File: src/design/axi_sram_params.svh
// Full-width INCR bursts only; DEPTH must be a power of two and BASE word aligned
`ifndef AXI_SRAM_PARAMS_SVH
`define AXI_SRAM_PARAMS_SVH

// Bus widths
`define AXI_SRAM_DATA_W 64
`define AXI_SRAM_ADDR_W 32
`define AXI_SRAM_ID_W   4

// Array geometry, depth in words
`define AXI_SRAM_DEPTH  1024
`define AXI_SRAM_BASE   32'h8000_0000

// Longest burst length field accepted without SLVERR
`define AXI_SRAM_MAX_LEN 15

`endif

File: src/design/axi_sram_pkg.sv
// Shared types for the AXI SRAM slave; widths follow the params header
`default_nettype none

package axi_sram_pkg;

  `include "axi_sram_params.svh"

  typedef enum logic {
    OP_READ,
    OP_WRITE
  } sram_op_e;

  typedef enum logic [1:0] {
    RESP_OKAY   = 2'b00,
    RESP_SLVERR = 2'b10
  } axi_resp_e;

  typedef enum logic [1:0] {
    BURST_FIXED = 2'b00,
    BURST_INCR  = 2'b01,
    BURST_WRAP  = 2'b10
  } axi_burst_e;

  typedef enum logic [1:0] {
    EX_IDLE,
    EX_READ,
    EX_WRITE
  } exec_state_e;

  // Word index into the array
  typedef logic [$clog2(`AXI_SRAM_DEPTH)-1:0] word_idx_t;

  typedef struct packed {
    sram_op_e                   op;
    logic [`AXI_SRAM_ID_W-1:0]  id;
    logic [`AXI_SRAM_DATA_W-1:0] data;
    axi_resp_e                  resp;
    logic                       last;
  } sram_beat_t;

endpackage

`default_nettype wire

File: src/design/axi_sram_cmd_if.sv
// One checked command at a time; payload is only meaningful while valid is high
`timescale 1ns/1ps
`default_nettype none

`include "axi_sram_params.svh"

interface axi_sram_cmd_if
  import axi_sram_pkg::*;
();

  logic                      valid;
  logic                      ready;
  sram_op_e                  op;
  logic [`AXI_SRAM_ID_W-1:0] id;
  word_idx_t                 idx;
  logic [7:0]                len;
  logic                      err;

  // Decode side
  modport source (
    output valid, op, id, idx, len, err,
    input  ready
  );

  // Execute side
  modport sink (
    input  valid, op, id, idx, len, err,
    output ready
  );

endinterface

`default_nettype wire

File: src/design/axi_sram_decode.sv
// Read wins over write on a tie; unaligned low address bits are dropped silently
`timescale 1ns/1ps
`default_nettype none

`include "axi_sram_params.svh"

module axi_sram_decode
  import axi_sram_pkg::*;
(
  input  wire                        i_aclk,
  input  wire                        i_rst_n,

  input  wire [`AXI_SRAM_ID_W-1:0]   i_awid,
  input  wire [`AXI_SRAM_ADDR_W-1:0] i_awaddr,
  input  wire [7:0]                  i_awlen,
  input  wire [2:0]                  i_awsize,
  input  wire [1:0]                  i_awburst,
  input  wire                        i_awvalid,
  output logic                       o_awready,

  input  wire [`AXI_SRAM_ID_W-1:0]   i_arid,
  input  wire [`AXI_SRAM_ADDR_W-1:0] i_araddr,
  input  wire [7:0]                  i_arlen,
  input  wire [2:0]                  i_arsize,
  input  wire [1:0]                  i_arburst,
  input  wire                        i_arvalid,
  output logic                       o_arready,

  axi_sram_cmd_if.source             cmd
);

  localparam int unsigned BYTE_SH = $clog2(`AXI_SRAM_DATA_W / 8);
  localparam int unsigned END_W   = `AXI_SRAM_ADDR_W + 1;

  logic                        ar_fire;
  logic                        aw_fire;
  logic                        sel_read;
  logic [`AXI_SRAM_ID_W-1:0]   sel_id;
  logic [`AXI_SRAM_ADDR_W-1:0] sel_addr;
  logic [7:0]                  sel_len;
  logic [2:0]                  sel_size;
  logic [1:0]                  sel_burst;
  logic [`AXI_SRAM_ADDR_W-1:0] byte_off;
  logic [END_W-1:0]            end_word;
  logic                        sel_err;

  logic                        cmd_valid_q;
  sram_op_e                    op_q;
  logic [`AXI_SRAM_ID_W-1:0]   id_q;
  word_idx_t                   idx_q;
  logic [7:0]                  len_q;
  logic                        err_q;

  // --------------------------------------------------------------------
  // Arbitration
  // --------------------------------------------------------------------
  assign o_arready = ~cmd_valid_q;
  assign o_awready = ~cmd_valid_q & ~i_arvalid;
  assign ar_fire   = i_arvalid & o_arready;
  assign aw_fire   = i_awvalid & o_awready;
  assign sel_read  = i_arvalid;

  assign sel_id    = sel_read ? i_arid    : i_awid;
  assign sel_addr  = sel_read ? i_araddr  : i_awaddr;
  assign sel_len   = sel_read ? i_arlen   : i_awlen;
  assign sel_size  = sel_read ? i_arsize  : i_awsize;
  assign sel_burst = sel_read ? i_arburst : i_awburst;

  // --------------------------------------------------------------------
  // Request checks
  // --------------------------------------------------------------------
  assign byte_off = sel_addr - `AXI_SRAM_BASE;
  assign end_word = {1'b0, byte_off >> BYTE_SH} + END_W'(sel_len);

  assign sel_err = (sel_burst != BURST_INCR) |
                   (sel_size != 3'(BYTE_SH)) |
                   (sel_len > 8'(`AXI_SRAM_MAX_LEN)) |
                   (sel_addr < `AXI_SRAM_BASE) |
                   (end_word >= END_W'(`AXI_SRAM_DEPTH));

  // Held until execute takes it
  always_ff @(posedge i_aclk or negedge i_rst_n) begin
    if (!i_rst_n) begin
      cmd_valid_q <= 1'b0;
    end else if (ar_fire | aw_fire) begin
      cmd_valid_q <= 1'b1;
    end else if (cmd.ready) begin
      cmd_valid_q <= 1'b0;
    end
  end

  always_ff @(posedge i_aclk) begin
    if (ar_fire | aw_fire) begin
      op_q  <= sel_read ? OP_READ : OP_WRITE;
      id_q  <= sel_id;
      idx_q <= word_idx_t'(byte_off >> BYTE_SH);
      len_q <= sel_len;
      err_q <= sel_err;
    end
  end

  assign cmd.valid = cmd_valid_q;
  assign cmd.op    = op_q;
  assign cmd.id    = id_q;
  assign cmd.idx   = idx_q;
  assign cmd.len   = len_q;
  assign cmd.err   = err_q;

endmodule

`default_nettype wire

File: src/flat_wrapper.sv
// flat-port wrapper written by rule: the top's interface ports become plain ports
module axi_sram_decode_flat import axi_sram_pkg::*;
  (i_aclk, i_rst_n, i_awid, i_awaddr, i_awlen, i_awsize, i_awburst, i_awvalid, o_awready, i_arid, i_araddr, i_arlen, i_arsize, i_arburst, i_arvalid, o_arready, cmd_valid, cmd_op, cmd_id, cmd_idx, cmd_len, cmd_err, cmd_ready);
  axi_sram_cmd_if cmd_i ();
  input  wire i_aclk;
  input  wire i_rst_n;
  input  wire [`AXI_SRAM_ID_W-1:0] i_awid;
  input  wire [`AXI_SRAM_ADDR_W-1:0] i_awaddr;
  input  wire [7:0] i_awlen;
  input  wire [2:0] i_awsize;
  input  wire [1:0] i_awburst;
  input  wire i_awvalid;
  output logic o_awready;
  input  wire [`AXI_SRAM_ID_W-1:0] i_arid;
  input  wire [`AXI_SRAM_ADDR_W-1:0] i_araddr;
  input  wire [7:0] i_arlen;
  input  wire [2:0] i_arsize;
  input  wire [1:0] i_arburst;
  input  wire i_arvalid;
  output logic o_arready;
  output wire logic [$bits(cmd_i.valid)-1:0] cmd_valid;
  output wire logic [$bits(cmd_i.op)-1:0] cmd_op;
  output wire logic [$bits(cmd_i.id)-1:0] cmd_id;
  output wire logic [$bits(cmd_i.idx)-1:0] cmd_idx;
  output wire logic [$bits(cmd_i.len)-1:0] cmd_len;
  output wire logic [$bits(cmd_i.err)-1:0] cmd_err;
  input wire logic [$bits(cmd_i.ready)-1:0] cmd_ready;
  assign cmd_valid = cmd_i.valid;
  assign cmd_op = cmd_i.op;
  assign cmd_id = cmd_i.id;
  assign cmd_idx = cmd_i.idx;
  assign cmd_len = cmd_i.len;
  assign cmd_err = cmd_i.err;
  assign cmd_i.ready = cmd_ready;
  axi_sram_decode u_core (.i_aclk(i_aclk), .i_rst_n(i_rst_n), .i_awid(i_awid), .i_awaddr(i_awaddr), .i_awlen(i_awlen), .i_awsize(i_awsize), .i_awburst(i_awburst), .i_awvalid(i_awvalid), .o_awready(o_awready), .i_arid(i_arid), .i_araddr(i_araddr), .i_arlen(i_arlen), .i_arsize(i_arsize), .i_arburst(i_arburst), .i_arvalid(i_arvalid), .o_arready(o_arready), .cmd(cmd_i));
endmodule
File: config.mk
export PLATFORM = sky130hd
export DESIGN_NAME = axi_sram_decode_flat
export DESIGN_NICKNAME = d
export VERILOG_FILES = /design/src/design/axi_sram_pkg.sv /design/src/design/axi_sram_cmd_if.sv /design/src/design/axi_sram_decode.sv /design/src/flat_wrapper.sv
export VERILOG_INCLUDE_DIRS = /design/src /design/src/design
export SDC_FILE = /design/constraint.sdc
export NUM_CORES = 1
export LEC_CHECK = 0
export ABC_AREA = 1
export BUFFER_PORTS_ARGS = -buffer_cell sky130_fd_sc_hd__buf_2
export CORE_MARGIN = 3
export CORE_UTILIZATION = 35
export CTS_CLUSTER_SIZE = 40
export DETAILED_ROUTE_END_ITERATION = 8
export GPL_ROUTABILITY_DRIVEN = 0
export PLACE_DENSITY_LB_ADDON = 0.05
export SKIP_CTS_REPAIR_TIMING = 1
export SYNTH_ARGS = -nofsm -noshare
export SYNTH_HDL_FRONTEND = slang
export SYNTH_SLANG_ARGS = --single-unit
File: constraint.sdc
create_clock -name i_aclk -period 1.4 [get_ports i_aclk]
set_input_delay 0.28 -clock i_aclk [delete_from_list [all_inputs] [get_ports i_aclk]]
set_output_delay 0.28 -clock i_aclk [all_outputs]
set_load 0.02 [all_outputs]
==> results.sh, run 1 <==
export IMPL_dieArea_sq_um=9150
export IMPL_syn_num_nets=560
export IMPL_status="finished, violations left"
export IMPL_grt_use_total_pct=17.5
export IMPL_hold_class="in2reg"
export IMPL_final_cells=722
export IMPL_initial_core_util_pct=36.2
export IMPL_tightest_slew_ns=0.423
export IMPL_clockBufferDepth=2
export IMPL_rsz0062_at_grt="true"
export IMPL_vias=3320
export IMPL_drive_above_1_share_pct=42.7
export IMPL_cts_root_buf="clkbuf_8"
export IMPL_yosys_area_top_type="nand2_1"
export IMPL_cp_max_fo=8
export IMPL_cts_htree_levels=1
export IMPL_critical_path_max_stage_delay_ns=0.37
export IMPL_grt_pass1_wl_um=12800
export IMPL_cap_viol_max_count=0
export IMPL_wl_per_cell_um=12.2
export IMPL_antenna_left=0
export IMPL_routed_wl_um=8840
export IMPL_synth_top_area_share_pct=26.7
export IMPL_ys_flop_type="edfxtp_1"
export IMPL_final_cell_area_sq_um=4270
export IMPL_finalHoldViolCount=0
export IMPL_finalWorstSetupSlack_ns=-0.813
export IMPL_peakVddDrop_uv=455
export IMPL_antenna_found_initial=0
export IMPL_num_rows=32
export IMPL_area_growth_pct=51.8
export IMPL_fill_cells=802
export IMPL_io_buffers=123
export IMPL_relSlewSlack_pct=71.5
export IMPL_power_leakage_nw=2.27
export IMPL_die_y_um=95.7
export IMPL_synth_edf_count=24
export IMPL_syn_inst=448
export IMPL_vias_per_cell=4.60
export IMPL_yosys_top_cells_area="nand2_1, edfxtp_1, nand3_1, inv_1, nor2_1"
export IMPL_crit_chain="buf_12 > buf_12 > nand2_2 > nand2_2 > ha_4 > fa_2 > nand2_2 > nand2_4 > nand3_4 > nand2_4 > nand2_4 > nand2_8 > nand2_4 > nand2_2 > nand2_1 > nand2_1 > nor2_1 > nand2_1 > nor2_1 > nand2_1"
export IMPL_initialDrtViolationCount=145
export IMPL_yosys_register_bits=25
export IMPL_n_antenna_cell=0
export IMPL_avgSynthCellArea_sq_um=6.28
export IMPL_grt_overflow=0
export IMPL_yosysWarnings=0
export IMPL_insertion_delay_ns=0.27
export IMPL_ys_async_sr_fraction_pct=4.00
export IMPL_drt_first_pass_iters=4
export IMPL_synth_cell_types=30
export IMPL_clk_pin_slew_ns=0.10
export IMPL_drv_slew=0
export IMPL_hpwl_um=6820
export IMPL_cp_arrival_ns=2.26
export IMPL_startpoint_type="primary input"
export IMPL_placed_area_sq_um=3870
export IMPL_tritoncts="built"
export IMPL_die_width_um=95.7
export IMPL_required_ns=1.44
export IMPL_final_setup_viol_count=1
export IMPL_synth_area_sq_um=2810
export IMPL_grt_max_degree=31
export IMPL_placed_cells=710
export IMPL_coreArea_sq_um=7770
export IMPL_hold_slack_ns=0.176
export IMPL_ys_seq_area_share_pct=26.5
export IMPL_total_power_w=0.00299
export IMPL_slowest_stage="fa_2"
export IMPL_violations="setup timing"
export IMPL_clock_skew_ns=0.00556
export IMPL_cts_buffers=3
export IMPL_nNetsFinal=733
export IMPL_cts_sinks=25
export IMPL_post_route_drc_count=0
export IMPL_fmax_mhz=452
export IMPL_crit_type="in2reg"
export IMPL_endpoint_kind="flop"
export IMPL_powerDensity_nw_per_um2=700
export IMPL_finalCriticalPeriod_ns=2.21
export IMPL_io_pins=130
export IMPL_grt_pass1_vias=2892
export IMPL_period_share_pct=158
[cells in the final DEF (no fill, tap or decap), types with 2 or more instances in the layout]
master | synthesis | layout
buf_2 | 3 | 122
nand3b_1 | 7 | 7
and2_1 | 2 | 2
edfxtp_1 | 24 | 24
nand3_4 | 0 | 2
nand3_2 | 0 | 2
nor2_2 | 3 | 5
a21oi_2 | 0 | 2
clkbuf_8 | 0 | 3
nand3_1 | 34 | 30
buf_4 | 0 | 49
inv_1 | 45 | 44
nor2_4 | 4 | 5
or2_4 | 0 | 2
o21ai_1 | 6 | 7
clkinv_1 | 2 | 2
ha_4 | 0 | 7
nand4_1 | 5 | 5
o21ai_2 | 3 | 3
nand2_2 | 18 | 30
inv_6 | 1 | 2
xor2_1 | 3 | 3
nor2_1 | 38 | 35
clkbuf_16 | 0 | 2
buf_12 | 1 | 2
nor3_1 | 3 | 3
o21ai_0 | 11 | 10
nand2_1 | 200 | 178
nand2_4 | 10 | 19
[metrics by stage]
step           setup TNS (ns)  setup WS (ns)  utilization [%]
2_1_floorplan           -2.81          -1.24                -
5_1_grt                -0.973         -0.973             55.0
6_report               -0.813         -0.813             55.0
3_5_place_dp            -1.48          -1.27             49.9
3_3_place_gp            -1.42          -1.26             49.9
4_1_cts                -0.973         -0.973             50.5
[metal layers]
layer / global-route usage [%] / vias up / share of wire (%)
met5: 0 / - / 0
met4: 3.67 / 0 / 0.88
met3: 3.16 / 8 / 7.9
met2: 28.5 / 117 / 44
met1: 24.1 / 1439 / 47
li1: - / 1756 / -
[cell usage after synthesis (4+ instances only)]
master and instances:
nand2_1 200, inv_1 45, nor2_1 38, nand3_1 34, edfxtp_1 24, nand2_2 18, o21ai_0 11, nand2_4 10
ha_1 8, nand3b_1 7, o21ai_1 6, buf_6 5, nand4_1 5, nor2_4 4
[critical path: cells and delay by family]
family	cells	cell delay, ns
adders and majority gates	2	0.54
and+or+nand+nor	16	1.14
buffers and inverters	2	0.28
[power by group]
part	switching (W)	leakage, nW	total [W]	internal, W
logic	0.000896	2.01	0.00155	0.000649
clock network	0.000247	0.0217	0.000449	0.000202
registers	0.0000293	0.240	0.000995	0.000966
total	0.00117	2.27	0.00299	0.00182
[flip-flops by register name (all words and copies together) (netlist names)]
signal,count
u_core.cmd.err,1
u_core.cmd.id,4
u_core.cmd.idx,10
u_core.cmd.len,8
u_core.cmd.op,1
u_core.cmd.valid,1
[cells by family after synthesis]
logic type / count (synthesis) / synth area share [%]
AOI/OAI and AO/OA: 23 / 4.49
xor gates and xnor gates: 4 / 1.25
adders and majority gates: 9 / 4.27
buffers and inverters: 59 / 10.1
DFF: 25 / 26.5
and+or+nand+nor: 328 / 53.4
[final cells by class]
type | count | area (sq um) | area share, %
Clock inverter | 1 | 7.51 | 0.176
Sequential cell | 25 | 746 | 17.5
Timing Repair inverter | 2 | 17.5 | 0.410
Tap cell | 102 | 128 | 2.99
Timing Repair Buffer | 177 | 1090 | 25.5
Multi-Input combinational cell | 364 | 2050 | 47.9
Clock buffer | 3 | 41.3 | 0.966
Inverter | 48 | 195 | 4.57
[path summary, 6_finish.rpt]
path / from / to / slack, ns / depth (start not counted)
worst max-delay path: i_arvalid / u_core.cmd.err$_DFFE_PP_ / -0.81 / 20
worst min-delay path: cmd_ready / u_core.cmd.valid$_DFFE_PN0P_ / 0.18 / 2
worst max register to register: u_core.cmd.valid$_DFFE_PN0P_ / u_core.cmd.idx[9]$_DFFE_PP_ / 0.20 / 3
worst min register to register: u_core.cmd.valid$_DFFE_PN0P_ / u_core.cmd.valid$_DFFE_PN0P_ / 0.60 / 2
max in group asynchronous: i_rst_n / u_core.cmd.valid$_DFFE_PN0P_ / 1.03 / 2
min in group asynchronous: i_rst_n / u_core.cmd.valid$_DFFE_PN0P_ / 0.29 / 2
Power figures use the tool's default switching activity.
==> inputs of run 2 (changes only) <==
--- a/config.mk
+++ b/config.mk
@@ -9,7 +9,7 @@
 export ABC_AREA = 1
 export BUFFER_PORTS_ARGS = -buffer_cell sky130_fd_sc_hd__buf_2
 export CORE_MARGIN = 3
-export CORE_UTILIZATION = 35
+export CORE_UTILIZATION = 43
 export CTS_CLUSTER_SIZE = 40
 export DETAILED_ROUTE_END_ITERATION = 8
 export GPL_ROUTABILITY_DRIVEN = 0
==> run 2 against run 1 <==
  * The run still ends with setup timing left
  * Worst hold slack lost 0.0047 ns
  * Count of clock-buffer cells in the layout is the same
  * Non-clock buffer count grew 8
  * Largest cell class unchanged
  * Highest routed layer unchanged
==> results.sh, run 2 (synthesis results as in run 1) <==
export IMPL_drv_slew=0
export IMPL_routed_wl_um=9350
export IMPL_cts_sinks=25
export IMPL_final_cell_area_sq_um=4300
export IMPL_reg2regPathDepth=3
export IMPL_initialDrtViolationCount=129
export IMPL_fill_cells=515
export IMPL_coreArea_sq_um=6130
export IMPL_hpwl_um=7070
export IMPL_cts_buffers=3
export IMPL_final_setup_viol_count=1
export IMPL_peakVddDrop_uv=670
export IMPL_finalCriticalPeriod_ns=2.24
export IMPL_grt_overflow=0
export IMPL_crit_type="in2reg"
export IMPL_endpoint_kind="flop"
export IMPL_vias=3464
export IMPL_n_antenna_cell=0
export IMPL_powerDensity_nw_per_um2=711
export IMPL_clockBufferDepth=2
export IMPL_post_route_drc_count=0
export IMPL_hold_slack_ns=0.172
export IMPL_finalWorstSetupSlack_ns=-0.838
export IMPL_tns_ns=-0.838
export IMPL_rsz0062_at_grt="true"
export IMPL_r2r_start="u_core.cmd.valid$_DFFE_PN0P_"
export IMPL_violations="setup timing"
export IMPL_cp_max_fo=8
export IMPL_vias_per_cell=4.94
export IMPL_fmax_mhz=447
export IMPL_r2r_end="u_core.cmd.len[6]$_DFFE_PP_"
export IMPL_utilization_pct=70.2
export IMPL_most_common_layout_cells="nand2_1, buf_2, buf_4"
export IMPL_io_pins=130
export IMPL_num_rows=28
export IMPL_power_leakage_nw=2.29
export IMPL_tightest_slew_ns=0.388
export IMPL_hold_class="in2reg"
export IMPL_drt_first_pass_iters=4
export IMPL_grt_max_degree=25
export IMPL_dieArea_sq_um=7550
export IMPL_clock_skew_ns=0.00221
export IMPL_die_width_um=86.9
export IMPL_wl_per_cell_um=13.3
export IMPL_setup_worst_path_start="i_arvalid"
export IMPL_finalHoldViolCount=0
export IMPL_drive_above_1_share_pct=45.8
export IMPL_cap_viol_max_count=0
export IMPL_placed_cells=687
export IMPL_startpoint_type="primary input"
export IMPL_insertion_delay_ns=0.28
export IMPL_status="finished, violations left"
export IMPL_regToRegSetupSlack_ns=0.19
export IMPL_cp_arrival_ns=2.29
export IMPL_final_cells=701
export IMPL_grt_use_total_pct=22.2
export IMPL_tritoncts="built"
export IMPL_worstSetupEndpoint="u_core.cmd.err$_DFFE_PP_"
export IMPL_grt_pass1_vias=3054
export IMPL_antenna_found_initial=0
export IMPL_final_common_cell="nand2_1"
export IMPL_required_ns=1.45
export IMPL_grt_pass1_wl_um=13700
export IMPL_die_y_um=86.9
export IMPL_placed_area_sq_um=3870
export IMPL_largest_reg_flops=10
export IMPL_nNetsFinal=739
export IMPL_initial_core_util_pct=45.9
export IMPL_io_buffers=123
export IMPL_area_growth_pct=52.9
export IMPL_cts_htree_levels=1
export IMPL_antenna_left=0
export IMPL_period_share_pct=160
export IMPL_relSlewSlack_pct=73.8
export IMPL_cts_root_buf="clkbuf_8"
export IMPL_clk_pin_slew_ns=0.10
-- run 2: worst min path at each step --
stage	startpoint	endpoint	slack (ns)	cells past startpoint
floorplan	i_rst_n	u_core.cmd.valid$_DFFE_PN0P_	-0.02	0
global placement	i_rst_n	u_core.cmd.valid$_DFFE_PN0P_	0.06	1
detailed placement	i_rst_n	u_core.cmd.valid$_DFFE_PN0P_	0.06	1
CTS	i_rst_n	u_core.cmd.valid$_DFFE_PN0P_	-0.25	1
global route	cmd_ready	u_core.cmd.valid$_DFFE_PN0P_	0.17	2
finish	cmd_ready	u_core.cmd.valid$_DFFE_PN0P_	0.17	2
-- run 2: stage by stage --
| stage | setup slack (ns) | total power, W |
|---|---|---|
| 2_1_floorplan | -1.24 | 0.00186 |
| 3_3_place_gp | -1.22 | 0.00238 |
| 4_1_cts | -0.954 | 0.00286 |
| 5_1_grt | -0.959 | 0.00325 |
| 3_5_place_dp | -1.25 | 0.00240 |
| 6_report | -0.838 | 0.00306 |
-- run 2: routing by layer --
metal  part of all wire [%]  GRT usage (%)
met4                    1.2           2.83
met2                     50           39.0
met1                     43           29.9
met3                    6.4           2.74
met5                      0              0
-- run 2: report_power, final --
part	internal (W)	total (W)	switching, W
sequential	0.000966	0.000997	0.0000308
clock	0.000203	0.000473	0.000270
combinational	0.000657	0.00159	0.000934
-- run 2: worst max-delay path: stages --
cell and delay (ns):
buf_12 0.12, buf_12 0.14, nand2_4 0.07, nand2_4 0.05, ha_4 0.16, fa_2 0.40, nand2_2 0.10, nand2_4 0.07
nand3_2 0.08, nand2_2 0.08, nand2_4 0.10, nand2_8 0.08, nand4_1 0.08, nand2_1 0.08, nor2_2 0.13, nand3_2 0.10
nor2_2 0.10, nand2_1 0.05
-- run 2: final cells by class --
type / instances / area, sq um / share of cell area (%)
Multi-Input combinational cell: 364 / 2100 / 48.7
Timing Repair Buffer: 185 / 1130 / 26.2
Sequential cell: 25 / 746 / 17.3
Inverter: 48 / 190 / 4.42
Tap cell: 75 / 93.8 / 2.18
Clock buffer: 3 / 41.3 / 0.960
Clock inverter: 1 / 7.51 / 0.174
