`config.mk`:
```
export PLATFORM = sky130hd
export DESIGN_NAME = axi_sram_result_flat
export DESIGN_NICKNAME = d
export VERILOG_FILES = /design/src/design/axi_sram_pkg.sv /design/src/design/axi_sram_beat_if.sv /design/src/design/axi_sram_result.sv /design/src/flat_wrapper.sv
export VERILOG_INCLUDE_DIRS = /design/src /design/src/design
export SDC_FILE = /design/constraint.sdc
export NUM_CORES = 1
export LEC_CHECK = 0
export BUFFER_PORTS_ARGS = -buffer_cell sky130_fd_sc_hd__buf_2
export CAP_MARGIN = 20
export CELL_PAD_IN_SITES_DETAIL_PLACEMENT = 0
export CELL_PAD_IN_SITES_GLOBAL_PLACEMENT = 1
export CORE_ASPECT_RATIO = 1.25
export CORE_MARGIN = 5
export CORE_UTILIZATION = 25
export CTS_CLUSTER_DIAMETER = 50
export DETAILED_ROUTE_END_ITERATION = 12
export PLACE_DENSITY_LB_ADDON = 0.1
export SYNTH_ARGS = -nofsm -noshare
export SYNTH_HDL_FRONTEND = slang
export SYNTH_SLANG_ARGS = --single-unit
export TNS_END_PERCENT = 5
```
`constraint.sdc`:
```
create_clock -name i_aclk -period 3.2 [get_ports i_aclk]
set_clock_uncertainty 0.2 [all_clocks]
set_input_delay 0.64 -clock i_aclk [delete_from_list [all_inputs] [get_ports i_aclk]]
set_output_delay 0.64 -clock i_aclk [all_outputs]
set_load 0.03 [all_outputs]
```
`src/design/axi_sram_params.svh`:
```
// Full-width INCR bursts only; DEPTH must be a power of two and BASE word aligned
`ifndef AXI_SRAM_PARAMS_SVH
`define AXI_SRAM_PARAMS_SVH

// Bus widths
`define AXI_SRAM_DATA_W 64
`define AXI_SRAM_ADDR_W 32
`define AXI_SRAM_ID_W   4

// Array geometry, depth in words
`define AXI_SRAM_DEPTH  1024
`define AXI_SRAM_BASE   32'h8000_0000

// Longest burst length field accepted without SLVERR
`define AXI_SRAM_MAX_LEN 15

`endif

```
`src/design/axi_sram_pkg.sv`:
```
// Shared types for the AXI SRAM slave; widths follow the params header
`default_nettype none

package axi_sram_pkg;

  `include "axi_sram_params.svh"

  typedef enum logic {
    OP_READ,
    OP_WRITE
  } sram_op_e;

  typedef enum logic [1:0] {
    RESP_OKAY   = 2'b00,
    RESP_SLVERR = 2'b10
  } axi_resp_e;

  typedef enum logic [1:0] {
    BURST_FIXED = 2'b00,
    BURST_INCR  = 2'b01,
    BURST_WRAP  = 2'b10
  } axi_burst_e;

  typedef enum logic [1:0] {
    EX_IDLE,
    EX_READ,
    EX_WRITE
  } exec_state_e;

  // Word index into the array
  typedef logic [$clog2(`AXI_SRAM_DEPTH)-1:0] word_idx_t;

  typedef struct packed {
    sram_op_e                   op;
    logic [`AXI_SRAM_ID_W-1:0]  id;
    logic [`AXI_SRAM_DATA_W-1:0] data;
    axi_resp_e                  resp;
    logic                       last;
  } sram_beat_t;

endpackage

`default_nettype wire

```
`src/design/axi_sram_beat_if.sv`:
```
// Result beats in command order; write commands produce a single beat with last set
`timescale 1ns/1ps
`default_nettype none

interface axi_sram_beat_if
  import axi_sram_pkg::*;
();

  logic       valid;
  logic       ready;
  sram_beat_t beat;

  // Execute side
  modport source (
    output valid, beat,
    input  ready
  );

  // Result side whose ready depends on the beat opcode
  modport sink (
    input  valid, beat,
    output ready
  );

endinterface

`default_nettype wire

```
`src/design/axi_sram_result.sv`:
```
// R and B are single registered slots; o_rlast and the payloads hold stale values while invalid
`timescale 1ns/1ps
`default_nettype none

`include "axi_sram_params.svh"

module axi_sram_result
  import axi_sram_pkg::*;
(
  input  wire                         i_aclk,
  input  wire                         i_rst_n,

  axi_sram_beat_if.sink               beat,

  output logic [`AXI_SRAM_ID_W-1:0]   o_bid,
  output logic [1:0]                  o_bresp,
  output logic                        o_bvalid,
  input  wire                         i_bready,

  output logic [`AXI_SRAM_ID_W-1:0]   o_rid,
  output logic [`AXI_SRAM_DATA_W-1:0] o_rdata,
  output logic [1:0]                  o_rresp,
  output logic                        o_rlast,
  output logic                        o_rvalid,
  input  wire                         i_rready
);

  logic                        r_valid_q;
  logic [`AXI_SRAM_ID_W-1:0]   r_id_q;
  logic [`AXI_SRAM_DATA_W-1:0] r_data_q;
  axi_resp_e                   r_resp_q;
  logic                        r_last_q;

  logic                        b_valid_q;
  logic [`AXI_SRAM_ID_W-1:0]   b_id_q;
  axi_resp_e                   b_resp_q;

  logic                        to_read;
  logic                        r_free;
  logic                        b_free;
  logic                        load_r;
  logic                        load_b;

  // Slot is free when empty or draining this cycle
  assign r_free  = ~r_valid_q | i_rready;
  assign b_free  = ~b_valid_q | i_bready;
  assign to_read = (beat.beat.op == OP_READ);

  assign beat.ready = to_read ? r_free : b_free;
  assign load_r     = beat.valid & beat.ready & to_read;
  assign load_b     = beat.valid & beat.ready & ~to_read;

  // --------------------------------------------------------------------
  // Valid flags
  // --------------------------------------------------------------------
  always_ff @(posedge i_aclk or negedge i_rst_n) begin
    if (!i_rst_n) begin
      r_valid_q <= 1'b0;
      b_valid_q <= 1'b0;
    end else begin
      if (load_r) begin
        r_valid_q <= 1'b1;
      end else if (i_rready) begin
        r_valid_q <= 1'b0;
      end
      if (load_b) begin
        b_valid_q <= 1'b1;
      end else if (i_bready) begin
        b_valid_q <= 1'b0;
      end
    end
  end

  // Payload registers
  always_ff @(posedge i_aclk) begin
    if (load_r) begin
      r_id_q   <= beat.beat.id;
      r_data_q <= beat.beat.data;
      r_resp_q <= beat.beat.resp;
      r_last_q <= beat.beat.last;
    end
    if (load_b) begin
      b_id_q   <= beat.beat.id;
      b_resp_q <= beat.beat.resp;
    end
  end

  assign o_rvalid = r_valid_q;
  assign o_rid    = r_id_q;
  assign o_rdata  = r_data_q;
  assign o_rresp  = r_resp_q;
  assign o_rlast  = r_last_q;

  assign o_bvalid = b_valid_q;
  assign o_bid    = b_id_q;
  assign o_bresp  = b_resp_q;

endmodule

`default_nettype wire

```
`src/flat_wrapper.sv`:
```
// flat-port wrapper written by rule: the top's interface ports become plain ports
module axi_sram_result_flat import axi_sram_pkg::*;
  (i_aclk, i_rst_n, o_bid, o_bresp, o_bvalid, i_bready, o_rid, o_rdata, o_rresp, o_rlast, o_rvalid, i_rready, beat_valid, beat_beat, beat_ready);
  axi_sram_beat_if beat_i ();
  input  wire i_aclk;
  input  wire i_rst_n;
  output logic [`AXI_SRAM_ID_W-1:0] o_bid;
  output logic [1:0] o_bresp;
  output logic o_bvalid;
  input  wire i_bready;
  output logic [`AXI_SRAM_ID_W-1:0] o_rid;
  output logic [`AXI_SRAM_DATA_W-1:0] o_rdata;
  output logic [1:0] o_rresp;
  output logic o_rlast;
  output logic o_rvalid;
  input  wire i_rready;
  input wire logic [$bits(beat_i.valid)-1:0] beat_valid;
  input wire logic [$bits(beat_i.beat)-1:0] beat_beat;
  output wire logic [$bits(beat_i.ready)-1:0] beat_ready;
  assign beat_i.valid = beat_valid;
  assign beat_i.beat = beat_beat;
  assign beat_ready = beat_i.ready;
  axi_sram_result u_core (.i_aclk(i_aclk), .i_rst_n(i_rst_n), .beat(beat_i), .o_bid(o_bid), .o_bresp(o_bresp), .o_bvalid(o_bvalid), .i_bready(i_bready), .o_rid(o_rid), .o_rdata(o_rdata), .o_rresp(o_rresp), .o_rlast(o_rlast), .o_rvalid(o_rvalid), .i_rready(i_rready));
endmodule
```
==> impl_summary.log, run 1 <==
[metrics] commonest non-fill, non-tap cell in the layout: buf_2
[metrics] worst-case vdd ir drop: 0.235 mV
[metrics] Max Slew Vio Count: 0
[metrics] maximum level of the CTS H-tree: 3
[metrics] number of nets in the layout: between 300 and 400
[metrics] max_cap viols: 0
[metrics] wirelength, routed: 5.79 mm
[metrics] critical path's slowest cell: dfrtp_1
[metrics] Layout area overhead: 50.3%
[metrics] total count of hold-check failures in the final report: 0
[metrics] pin count of the biggest net entering global routing: 72
[metrics] count of warnings emitted by yosys: 0
[metrics] critical-path cell list: nor3b_1, a21oi_1, buf_2
[metrics] proportion of layout cells with a drive suffix above 1: 65.3%
[metrics] CTS tree: done
[metrics] number of detailed-route iterations in the first pass: 3
[metrics] final setup fails: 0
[metrics] normalized max-slew margin: 68.0%
[metrics] share of the yosys chip area belonging to registers: 97.1%
[metrics] Cell Pwr Density: 622 mW/mm2
[metrics] remaining antenna violation count: 0
[metrics] Syn Nets: roughly 170
[metrics] clk sinks: 79
[metrics] horizontal extent of the die: roughly 98 um
[metrics] Min Clock Period, post-route: 2050 ps
[metrics] Initial Utilization: about a quarter
[metrics] highest-count cells in the layout ignoring fill and taps: buf_2 (156), edfxtp_1 (77), clkbuf_16 (9), clkbuf_1 (3)
[metrics] die height: 120 um
[metrics] clock-pin slew on the worst setup and hold paths: 60 ps
[metrics] placer congestion estimate: 0.697
[metrics] Skew-Pair Late Insertion Delay: about 320 ps
[metrics] Leak Pwr: about 1.5 nW
[metrics] post-route setup slack: 1150 ps
[metrics] setup repair after global routing missed its margin: false
[metrics] Crit Path Max Fanout: 4
[metrics] transition at the pin with the smallest max-transition slack: approximately 480 ps
[metrics] CTS root buf: clkbuf_16
[metrics] routed wirelength normalized by instance count: 14.9 um
[metrics] accumulated negative setup slack: 0 ps
[metrics] die area: around 0.012 mm2
[metrics] cell family with the largest share of critical-path delay: flip-flops
[metrics] remaining routing DRC violations: 0
[metrics] per-cell via count in the routed design: 3.71
[metrics] core area: 0.00956 mm2
[metrics] result of the run: complete, no violations
[metrics] worst setup path category: reg -> out
[metrics] GRT Overall Usage: around 9.6%
[metrics] critical path's largest stage delay: 430 ps
[metrics] number of flip-flops and latches in the synthesized netlist: between 70 and 80
[metrics] startpoint kind of the worst setup timing path: register
[metrics] First DRT Iteration DRCs: 52
[metrics] count of vias placed by the detailed router: approximately 1400
[metrics] vias in the first global route: ~1600
[metrics] arrival time reported for the critical path endpoint: between 1000 and 1500 ps
[metrics] Buffers on Ports: 156
[metrics] Syn Area/Cell: 27.0 um2
[metrics] clock buffers created by TritonCTS: 9
[metrics] CP bufs+invs: 1
[metrics] Placement Setup Slack: about 1200 ps
[metrics] Post-CTS Setup Repair Bufs: 0
[metrics] endpoint class of the critical path: primary output
[metrics] I/O pins: 157
[metrics] count of mapped cells out of synthesis: 90
[metrics] antenna cell count: 0
[metrics] library cells used by synthesis: 12
[metrics] synthesized area: 0.00243 mm2
[metrics] Tcrit/Tclk final: 64.1%
[metrics] timing-limited maximum frequency: 487 MHz
[metrics] antenna violations before repair: 0
[metrics] clock buffer depth: 2
[metrics] data required time of the critical path: 2360 ps
[metrics] Hold Crit Class: in -> reg
[metrics] std cell rows: 40
[metrics] overflow left after global routing: 0
[metrics] first-pass GRT wire length: 8.22 mm
==> sequential cells by signal, indices dropped and copies added (netlist names) <==
name and count:
u_core.o_rdata 64, u_core.o_bid 4, u_core.o_rid 4, u_core.o_bresp 2, u_core.o_rresp 2, u_core.o_bvalid 1, u_core.o_rlast 1, u_core.o_rvalid 1
==> cells in the mapped netlist <==
cell,number,share of area (%)
edfxtp_1,77,95
dfrtp_1,2,2.1
inv_1,2,0.31
a21oi_1,1,0.21
a21oi_2,1,0.36
nand2_1,1,0.15
nand2b_1,1,0.26
nand2b_4,1,0.57
nor2_1,1,0.15
nor2b_2,1,0.36
nor3b_1,1,0.31
o21ai_1,1,0.21
==> per-layer routing <==
layer | vias up | global-route usage [%] | share of wire, %
met5 | - | 0 | 0
met4 | 0 | 5.12 | 1.4
met3 | 7 | 5.08 | 9.9
met2 | 71 | 17.8 | 58
met1 | 669 | 8.05 | 31
li1 | 693 | - | -
==> kinds of logic (layout without fill, tap and decap cells) <==
kind of cell	count (synthesis)	after routing	share of synthesized area (%)
AOI/OAI and AO/OA	3	3	0.771
buffers and inverters	2	174	0.309
DFF	79	79	97.1
and+or+nand+nor	6	6	1.80
==> per-stage QoR <==
stage	cell area, um2	hold WS [ps]	util (%)	power [mW]	std cells
after detailed placement	3400	233	35.5	1.43	373
after floorplan	2440	144	-	1.34	90
after global placement	3400	235	35.5	1.43	373
after CTS	3650	271	38.2	2.31	388
final	3650	284	38.2	2.27	388
after global routing	3650	265	38.2	2.37	388
==> worst register-to-register path, cell delays in order (launching register included) <==
cell	delay (ps)
dfrtp_1	430
a21oi_4	190
buf_12	330
==> worst paths after layout <==
kind	start	end	slack, ps	depth (start not counted)
setup / recovery	u_core.o_rvalid	beat_ready	1150	3
hold / removal	beat_beat[31]	u_core.o_rdata[28]	280	1
setup reg to reg	u_core.o_rvalid	u_core.o_rdata[32]	1660	2
hold reg to reg	u_core.o_rvalid	u_core.o_rvalid	380	2
max in group asynchronous	i_rst_n	u_core.o_rvalid	2270	2
min in group asynchronous	i_rst_n	u_core.o_bvalid	430	2
==> repair_timing <==
action | in CTS | in global routing
setup endpoints to repair | 0 | 0
hold endpoints to repair | 2 | 0
gates resized for setup | 0 | 0
hold buffers | 1 | 0
==> area by class of cell <==
class	count	area, um2
Multi-Input combinational cell	9	70.1
Fill cell	934	5900
Tap cell	126	158
Sequential cell	79	2360
Clock buffer	12	236
Inverter	2	7.51
Clock inverter	2	10.0
Timing Repair Buffer	158	811
==> power breakdown <==
part	switching [mW]	internal, mW
combinational	0.141	0.0677
clock	0.349	0.514
sequential	0.0105	1.19
(Power assumes the default switching activity.)
==> run 2, diff against run 1 <==
==> constraint.sdc (replaced) <==
create_clock -name i_aclk -period 1.7 [get_ports i_aclk]
set_clock_uncertainty 0.2 [all_clocks]
set_input_delay 0.34 -clock i_aclk [delete_from_list [all_inputs] [get_ports i_aclk]]
set_output_delay 0.34 -clock i_aclk [all_outputs]
set_load 0.03 [all_outputs]
==> impl_summary.log, run 2 (same netlist as run 1, synthesis figures left out) <==
[metrics] share of total power consumed by net switching: 21.3% (-0.74 points)
[metrics] Final Power: 4.78 mW (+110%)
[metrics] sequential share of power: 47.2% (-5.7 points)
[metrics] Placement Setup Slack: 121 ps (-1040 ps)
[metrics] Cell Pwr Density: 1070 mW/mm2 (+71%)
[metrics] arrival time reported for the critical path endpoint: 1140 ps (-70 ps)
[metrics] Crit Path Max Fanout: 2 (-2)
[metrics] CTS root buf: clkbuf_16
[metrics] first-pass GRT wire length: 10.0 mm (+22%)
[metrics] Buffers on Ports: 156 (unchanged)
[metrics] core area: 0.00956 mm2 (unchanged)
[metrics] Stages on worst setup path: 3 (unchanged)
[metrics] highest-count cells in the layout ignoring fill and taps: buf_2 (155), edfxtp_1 (77), dlygate4sd3_1 (72), clkbuf_16 (9)
[metrics] per-cell via count in the routed design: 3.71 (about the same)
[metrics] Initial Utilization: 25.4% (unchanged)
[metrics] vias in the first global route: 1839 (+18%)
[metrics] pin count of the biggest net entering global routing: 38 (-47%)
[metrics] final setup fails: 0 (unchanged)
[metrics] endpoint class of the critical path: primary output
[metrics] instance count along the most critical hold path: 2 (+1)
[metrics] combinational group share of total power: 11.5% (+2.3 points)
[metrics] number of detailed-route iterations in the first pass: 2 (-1)
[metrics] transition at the pin with the smallest max-transition slack: 206 ps (-272 ps)
[metrics] hold path startpoint: i_rready
[metrics] final core utilization: 46.9% (+8.7 points)
[metrics] Hold Worst Slack: 49.7 ps (-235 ps)
[metrics] antenna cell count: 0 (unchanged)
[metrics] accumulated negative setup slack: 0 ps (unchanged)
[metrics] post-route non-filler standard cell count: 464 (+20%)
[metrics] cell family with the largest share of critical-path delay: flip-flops
[metrics] critical path's largest stage delay: 410 ps (-20 ps)
[metrics] setup repair after global routing missed its margin: true
[metrics] CP bufs+invs: 1 (unchanged)
[metrics] normalized max-slew margin: 86.2% (+18 points)
[metrics] remaining routing DRC violations: 0 (unchanged)
[metrics] Layout area overhead: 84.5%
[metrics] startpoint of the lowest-slack register-to-register path: u_core.o_rvalid
[metrics] CTS tree: done
[metrics] Min Clock Period, post-route: 1680 ps
[metrics] commonest non-fill, non-tap cell in the layout: buf_2
[metrics] horizontal extent of the die: 98.2 um (unchanged)
[metrics] critical path's slowest cell: dfrtp_2
[metrics] std cell rows: 40 (unchanged)
[metrics] total count of hold-check failures in the final report: 0 (unchanged)
[metrics] cell area after layout: 0.00449 mm2 (+23%)
[metrics] die height: 120 um (unchanged)
[metrics] share of total power in the clock network: 41.3% (+3.3 points)
[metrics] FF-to-FF End: u_core.o_rdata[23]
[metrics] Leak Pwr: 1.88 nW (+23%)
[metrics] timing-limited maximum frequency: between 500 and 600 MHz
[metrics] FF-to-FF path depth: 3 (+1)
[metrics] Hold Crit Class: in -> reg
[metrics] wirelength, routed: 6.68 mm (+15%)
[metrics] post-placement cell area: 0.00343 mm2 (+0.85%)
[metrics] I/O pins: 157 (unchanged)
[metrics] capture endpoint of the worst hold path: u_core.o_rvalid
[metrics] post-route setup slack: 19.9 ps (-1130 ps)
[metrics] First DRT Iteration DRCs: 56 (+7.7%)
[metrics] critical-path cell list: nor3b_4, a21oi_2, buf_6
[metrics] startpoint of the worst setup timing path: u_core.o_rvalid
[metrics] data required time of the critical path: 1160 ps (-1200 ps)
[metrics] result of the run: complete, no violations
[metrics] Largest register FFs: 64 (unchanged)
[metrics] maximum level of the CTS H-tree: 3 (unchanged)
[metrics] overflow left after global routing: 0 (unchanged)
[metrics] clock-pin slew on the worst setup and hold paths: 50 ps (about the same)
[metrics] Tcrit/Tclk final: 98.8%
[metrics] internal power: 3.76 mW (+110%)
[metrics] worst setup path category: reg -> out
[metrics] remaining antenna violation count: 0 (unchanged)
[metrics] count of vias placed by the detailed router: 1721 (+20%)
[metrics] worst-case vdd ir drop: 0.610 mV (+160%)
[metrics] DP HPWL: 4.54 mm
[metrics] Psw: 1.02 mW (+100%)
[metrics] clk sinks: 79 (unchanged)
[metrics] internal reg-to-reg setup slack: 180 ps (-1480 ps)
[metrics] GRT Overall Usage: 11.5% (+1.9 points)
[metrics] die area: 0.0118 mm2 (unchanged)
[metrics] max_cap viols: 0 (unchanged)
[metrics] routed wirelength normalized by instance count: 14.4 um (-3.5%)
[metrics] placer congestion estimate: 0.694 (-0.52%)
[metrics] Skew-Pair Late Insertion Delay: 320 ps (about the same)
[metrics] number of nets in the layout: 410 (+22%)
[metrics] clock buffers created by TritonCTS: 9 (unchanged)
[metrics] startpoint kind of the worst setup timing path: register
[metrics] antenna violations before repair: 0 (unchanged)
[metrics] number of placed cells counting well taps: 375 (+0.54%)
[metrics] clock buffer depth: 2 (unchanged)
[metrics] Max Slew Vio Count: 0 (unchanged)
[metrics] proportion of layout cells with a drive suffix above 1: 52.7% (-13 points)
[run 2: cell count changes in the layout (fill, tap and decap cells not counted), sizes merged]
cell         before  now
buf             157  160
dlygate4sd3       1   72
clkinv            2    3
clkbuf           12   11
bufinv            0    2
[run 2: area by class of cell]
cell class                      instances  area, um2
Fill cell                             854       5070
Clock buffer                           11        233
Tap cell                              126        158
Timing Repair Buffer                  232       1560
Clock inverter                          5       72.6
Multi-Input combinational cell          9       90.1
Inverter                                2       7.51
Sequential cell                        79       2360
[run 2: worst max path at each step]
stage / end / slack (ps)
finish: beat_ready / 20
global route: beat_ready / -50
CTS: beat_ready / -2
detailed placement: u_core.o_rdata[40] / 120
global placement: u_core.o_rdata[40] / 130
floorplan: u_core.o_rdata[0] / -650
[run 2: layer usage]
layer  up-vias  GRT usage [%]  share of wire (%)
met2        75           20.7                 57
li1        842              -                  -
met4         0           7.60                3.3
met3        17           4.15                8.3
met1       787           10.8                 32
met5         -              0                  0
[run 2: timing repair]
item,CTS,global route
resized for setup,2,4
setup endpoints to repair,1,1
hold buffers,72,0
hold endpoints to repair,78,0
setup buffers,1,0
pin swaps,1,0
[run 2: power groups by stage]
stage	Sequential [mW]	Combinational (mW)	Clock (mW)
2_1_floorplan	2.47	0.0457	0
3_3_place_gp	2.30	0.410	0
3_5_place_dp	2.30	0.412	0
4_1_cts	2.26	0.552	2.03
5_1_grt	2.26	0.587	2.13
6_report	2.26	0.551	1.97
==> run 3, diff against run 2 <==
--- a/config.mk
+++ b/config.mk
@@ -15,6 +15,7 @@
 export CORE_UTILIZATION = 25
 export CTS_CLUSTER_DIAMETER = 50
 export DETAILED_ROUTE_END_ITERATION = 12
+export HOLD_SLACK_MARGIN = 0.08
 export PLACE_DENSITY_LB_ADDON = 0.1
 export SYNTH_ARGS = -nofsm -noshare
 export SYNTH_HDL_FRONTEND = slang
==> impl_summary.log, run 3 (same netlist as run 1, synthesis figures left out) <==
[metrics] result of the run: complete, no violations
[metrics] number of filler instances in the final layout: 853 (-0.12%)
[metrics] number of placed cells counting well taps: 375 (unchanged)
[metrics] die area: 0.0118 mm2 (unchanged)
[metrics] clock buffer depth: 2 (unchanged)
[metrics] die height: 120 um (unchanged)
[metrics] data required time of the critical path: 1160 ps (about the same)
[metrics] FF-to-FF path depth: 3 (unchanged)
[metrics] sequential share of power: 47.2% (about the same)
[metrics] wirelength, routed: 6.68 mm (about the same)
[metrics] worst-case vdd ir drop: 0.610 mV (unchanged)
[metrics] total met2 wirelength after detailed routing: 3.78 mm (about the same)
[metrics] FF-to-FF End: u_core.o_rdata[23]
[metrics] instance count along the most critical hold path: 3 (+1)
[metrics] Buffers on Ports: 156 (unchanged)
[metrics] routed wirelength normalized by instance count: 14.4 um (-0.16%)
[metrics] remaining antenna violation count: 0 (unchanged)
[metrics] Skew-Pair Late Insertion Delay: 320 ps (about the same)
[metrics] CTS tree: done
[metrics] number of detailed-route iterations in the first pass: 2 (unchanged)
[metrics] arrival time reported for the critical path endpoint: 1140 ps (about the same)
[metrics] DP HPWL: 4.54 mm (unchanged)
[metrics] I/O pins: 157 (unchanged)
[metrics] clock buffers created by TritonCTS: 9 (unchanged)
[metrics] total count of hold-check failures in the final report: 0 (unchanged)
[metrics] std cell rows: 40 (unchanged)
[metrics] top metal layer carrying routed signals: met4
[metrics] CTS root buf: clkbuf_16
[metrics] maximum level of the CTS H-tree: 3 (unchanged)
[metrics] share of total power in the clock network: 41.2% (about the same)
[metrics] max_cap viols: 0 (unchanged)
[metrics] remaining routing DRC violations: 0 (unchanged)
[metrics] post-route setup slack: 19.9 ps (+0.0318 ps)
[metrics] Tcrit/Tclk final: 98.8% (about the same)
[metrics] combinational group share of total power: 11.6% (about the same)
[metrics] vias in the first global route: 1845 (+0.33%)
[metrics] count of vias placed by the detailed router: 1725 (+0.23%)
[metrics] Leak Pwr: 1.88 nW (+0.22%)
[metrics] timing-limited maximum frequency: 595 MHz (about the same)
[metrics] core area: 0.00956 mm2 (unchanged)
[metrics] combined area of the multi-input logic cells: 90.1 um2 (unchanged)
[metrics] Crit Path Max Fanout: 2 (unchanged)
[metrics] GRT Overall Usage: 11.5% (+0.025 points)
[metrics] internal reg-to-reg setup slack: 180 ps (about the same)
[metrics] critical path's slowest cell: dfrtp_2
[metrics] hold path startpoint: beat_valid
[metrics] endpoint class of the critical path: primary output
[metrics] Placement Setup Slack: 121 ps (unchanged)
[metrics] Cell Pwr Density: 1060 mW/mm2 (-0.19%)
[metrics] accumulated negative setup slack: 0 ps (unchanged)
[metrics] clock-pin slew on the worst setup and hold paths: 50 ps (about the same)
[metrics] antenna cell count: 0 (unchanged)
[metrics] Largest register FFs: 64 (unchanged)
[metrics] highest-count cells in the layout ignoring fill and taps: buf_2 (155), edfxtp_1 (77), dlygate4sd3_1 (73), clkbuf_16 (9)
[metrics] proportion of layout cells with a drive suffix above 1: 52.5% (-0.16 points)
[metrics] commonest non-fill, non-tap cell in the layout: buf_2
[metrics] overflow left after global routing: 0 (unchanged)
[metrics] Psw: 1.02 mW (about the same)
[metrics] critical path's largest stage delay: 410 ps (about the same)
[metrics] startpoint kind of the worst setup timing path: register
[metrics] FF/Latch Area: 0.00236 mm2 (unchanged)
[metrics] transition at the pin with the smallest max-transition slack: 206 ps (+0.000119 ps)
[metrics] Hold Crit Class: in -> reg
[metrics] horizontal extent of the die: 98.2 um (unchanged)
[metrics] placer congestion estimate: 0.694 (unchanged)
[metrics] clk sinks: 79 (unchanged)
[metrics] capture endpoint of the worst hold path: u_core.o_rvalid
[metrics] final setup fails: 0 (unchanged)
[metrics] Max Slew Vio Count: 0 (unchanged)
[metrics] first-pass GRT wire length: 10.1 mm (+0.28%)
[metrics] normalized max-slew margin: 86.2% (unchanged)
[metrics] setup repair after global routing missed its margin: true
[metrics] critical-path cell list: nor3b_4, a21oi_2, buf_6
[metrics] number of nets in the layout: 411 (+0.24%)
[metrics] post-route non-filler standard cell count: 465 (+0.22%)
[metrics] antenna violations before repair: 0 (unchanged)
[metrics] share of total power consumed by net switching: 21.3% (about the same)
[metrics] worst setup path category: reg -> out
[metrics] First DRT Iteration DRCs: 56 (unchanged)
[metrics] Min Clock Period, post-route: 1680 ps (-0.0318 ps)
[metrics] detailed-routed wire length on met3: 554 um (unchanged)
[metrics] per-cell via count in the routed design: 3.71 (about the same)
[metrics] Hold Worst Slack: 101 ps (+51.5 ps)
[metrics] internal power: 3.76 mW (about the same)
[metrics] Initial Utilization: 25.4% (unchanged)
[metrics] pin count of the biggest net entering global routing: 38 (unchanged)
[metrics] startpoint of the lowest-slack register-to-register path: u_core.o_rvalid
[metrics] Layout area overhead: 84.9%
[metrics] post-route met1 wirelength: 2.12 mm (about the same)
-- run 3: changes by cell type in the layout (fill, tap and decap cells not counted), sizes merged --
cell         previous run  this run
dlygate4sd3            72        73
-- run 3: per-stage QoR --
stage	util, %	total power [mW]	area, um2
2_1_floorplan	-	2.52	2440
3_3_place_gp	35.9	2.71	3430
3_5_place_dp	35.9	2.71	3430
4_1_cts	46.8	4.84	4480
5_1_grt	47.0	4.98	4500
6_report	47.0	4.78	4500
-- run 3: how the worst max path moves through the flow --
stage               startpoint                  to  cells after the start
2_1_floorplan  u_core.o_rvalid   u_core.o_rdata[0]                      1
3_3_place_gp     beat_beat[71]  u_core.o_rdata[40]                      4
3_5_place_dp     beat_beat[71]  u_core.o_rdata[40]                      4
4_1_cts        u_core.o_rvalid          beat_ready                      3
5_1_grt        u_core.o_rvalid          beat_ready                      3
6_report       u_core.o_rvalid          beat_ready                      3
-- run 3: timing repair --
action | 4_1_cts | 5_1_grt
endpoints found under the hold margin | 80 | 0
pin swaps | 1 | 0
endpoints found under the setup margin | 1 | 1
setup buffers | 1 | 0
hold buffers | 73 | 0
resized for setup | 2 | 4
-- run 3: worst max-delay path: cells and delay by family, from the launching register on --
| family | cells | cell delay (ps) |
|---|---|---|
| flops | 1 | 410 |
| compound gates | 1 | 120 |
| simple gates | 1 | 150 |
| buf+inv | 1 | 140 |
-- run 3: power by group through the flow --
| stage | clock network [mW] | registers [mW] | logic, mW |
|---|---|---|---|
| finish | 1.97 | 2.26 | 0.553 |
| global route | 2.13 | 2.26 | 0.589 |
| CTS | 2.03 | 2.26 | 0.554 |
| detailed placement | 0 | 2.30 | 0.412 |
| global placement | 0 | 2.30 | 0.410 |
| floorplan | 0 | 2.47 | 0.0457 |
-- run 3: layout make-up --
class | instances | share of cell area, %
inverters | 2 | 0.167
clock buffers | 11 | 5.18
repair buffers | 233 | 35.0
multi-input cells | 9 | 2.00
flip-flops and latches | 79 | 52.6
well taps | 126 | 3.51
clock inverters | 5 | 1.61
-- run 3: per-layer routing --
layer | vias to the layer above | track usage (%)
met1 | 789 | 10.9
met4 | 0 | 7.60
met5 | - | 0
met3 | 17 | 4.15
met2 | 75 | 20.7
li1 | 844 | -
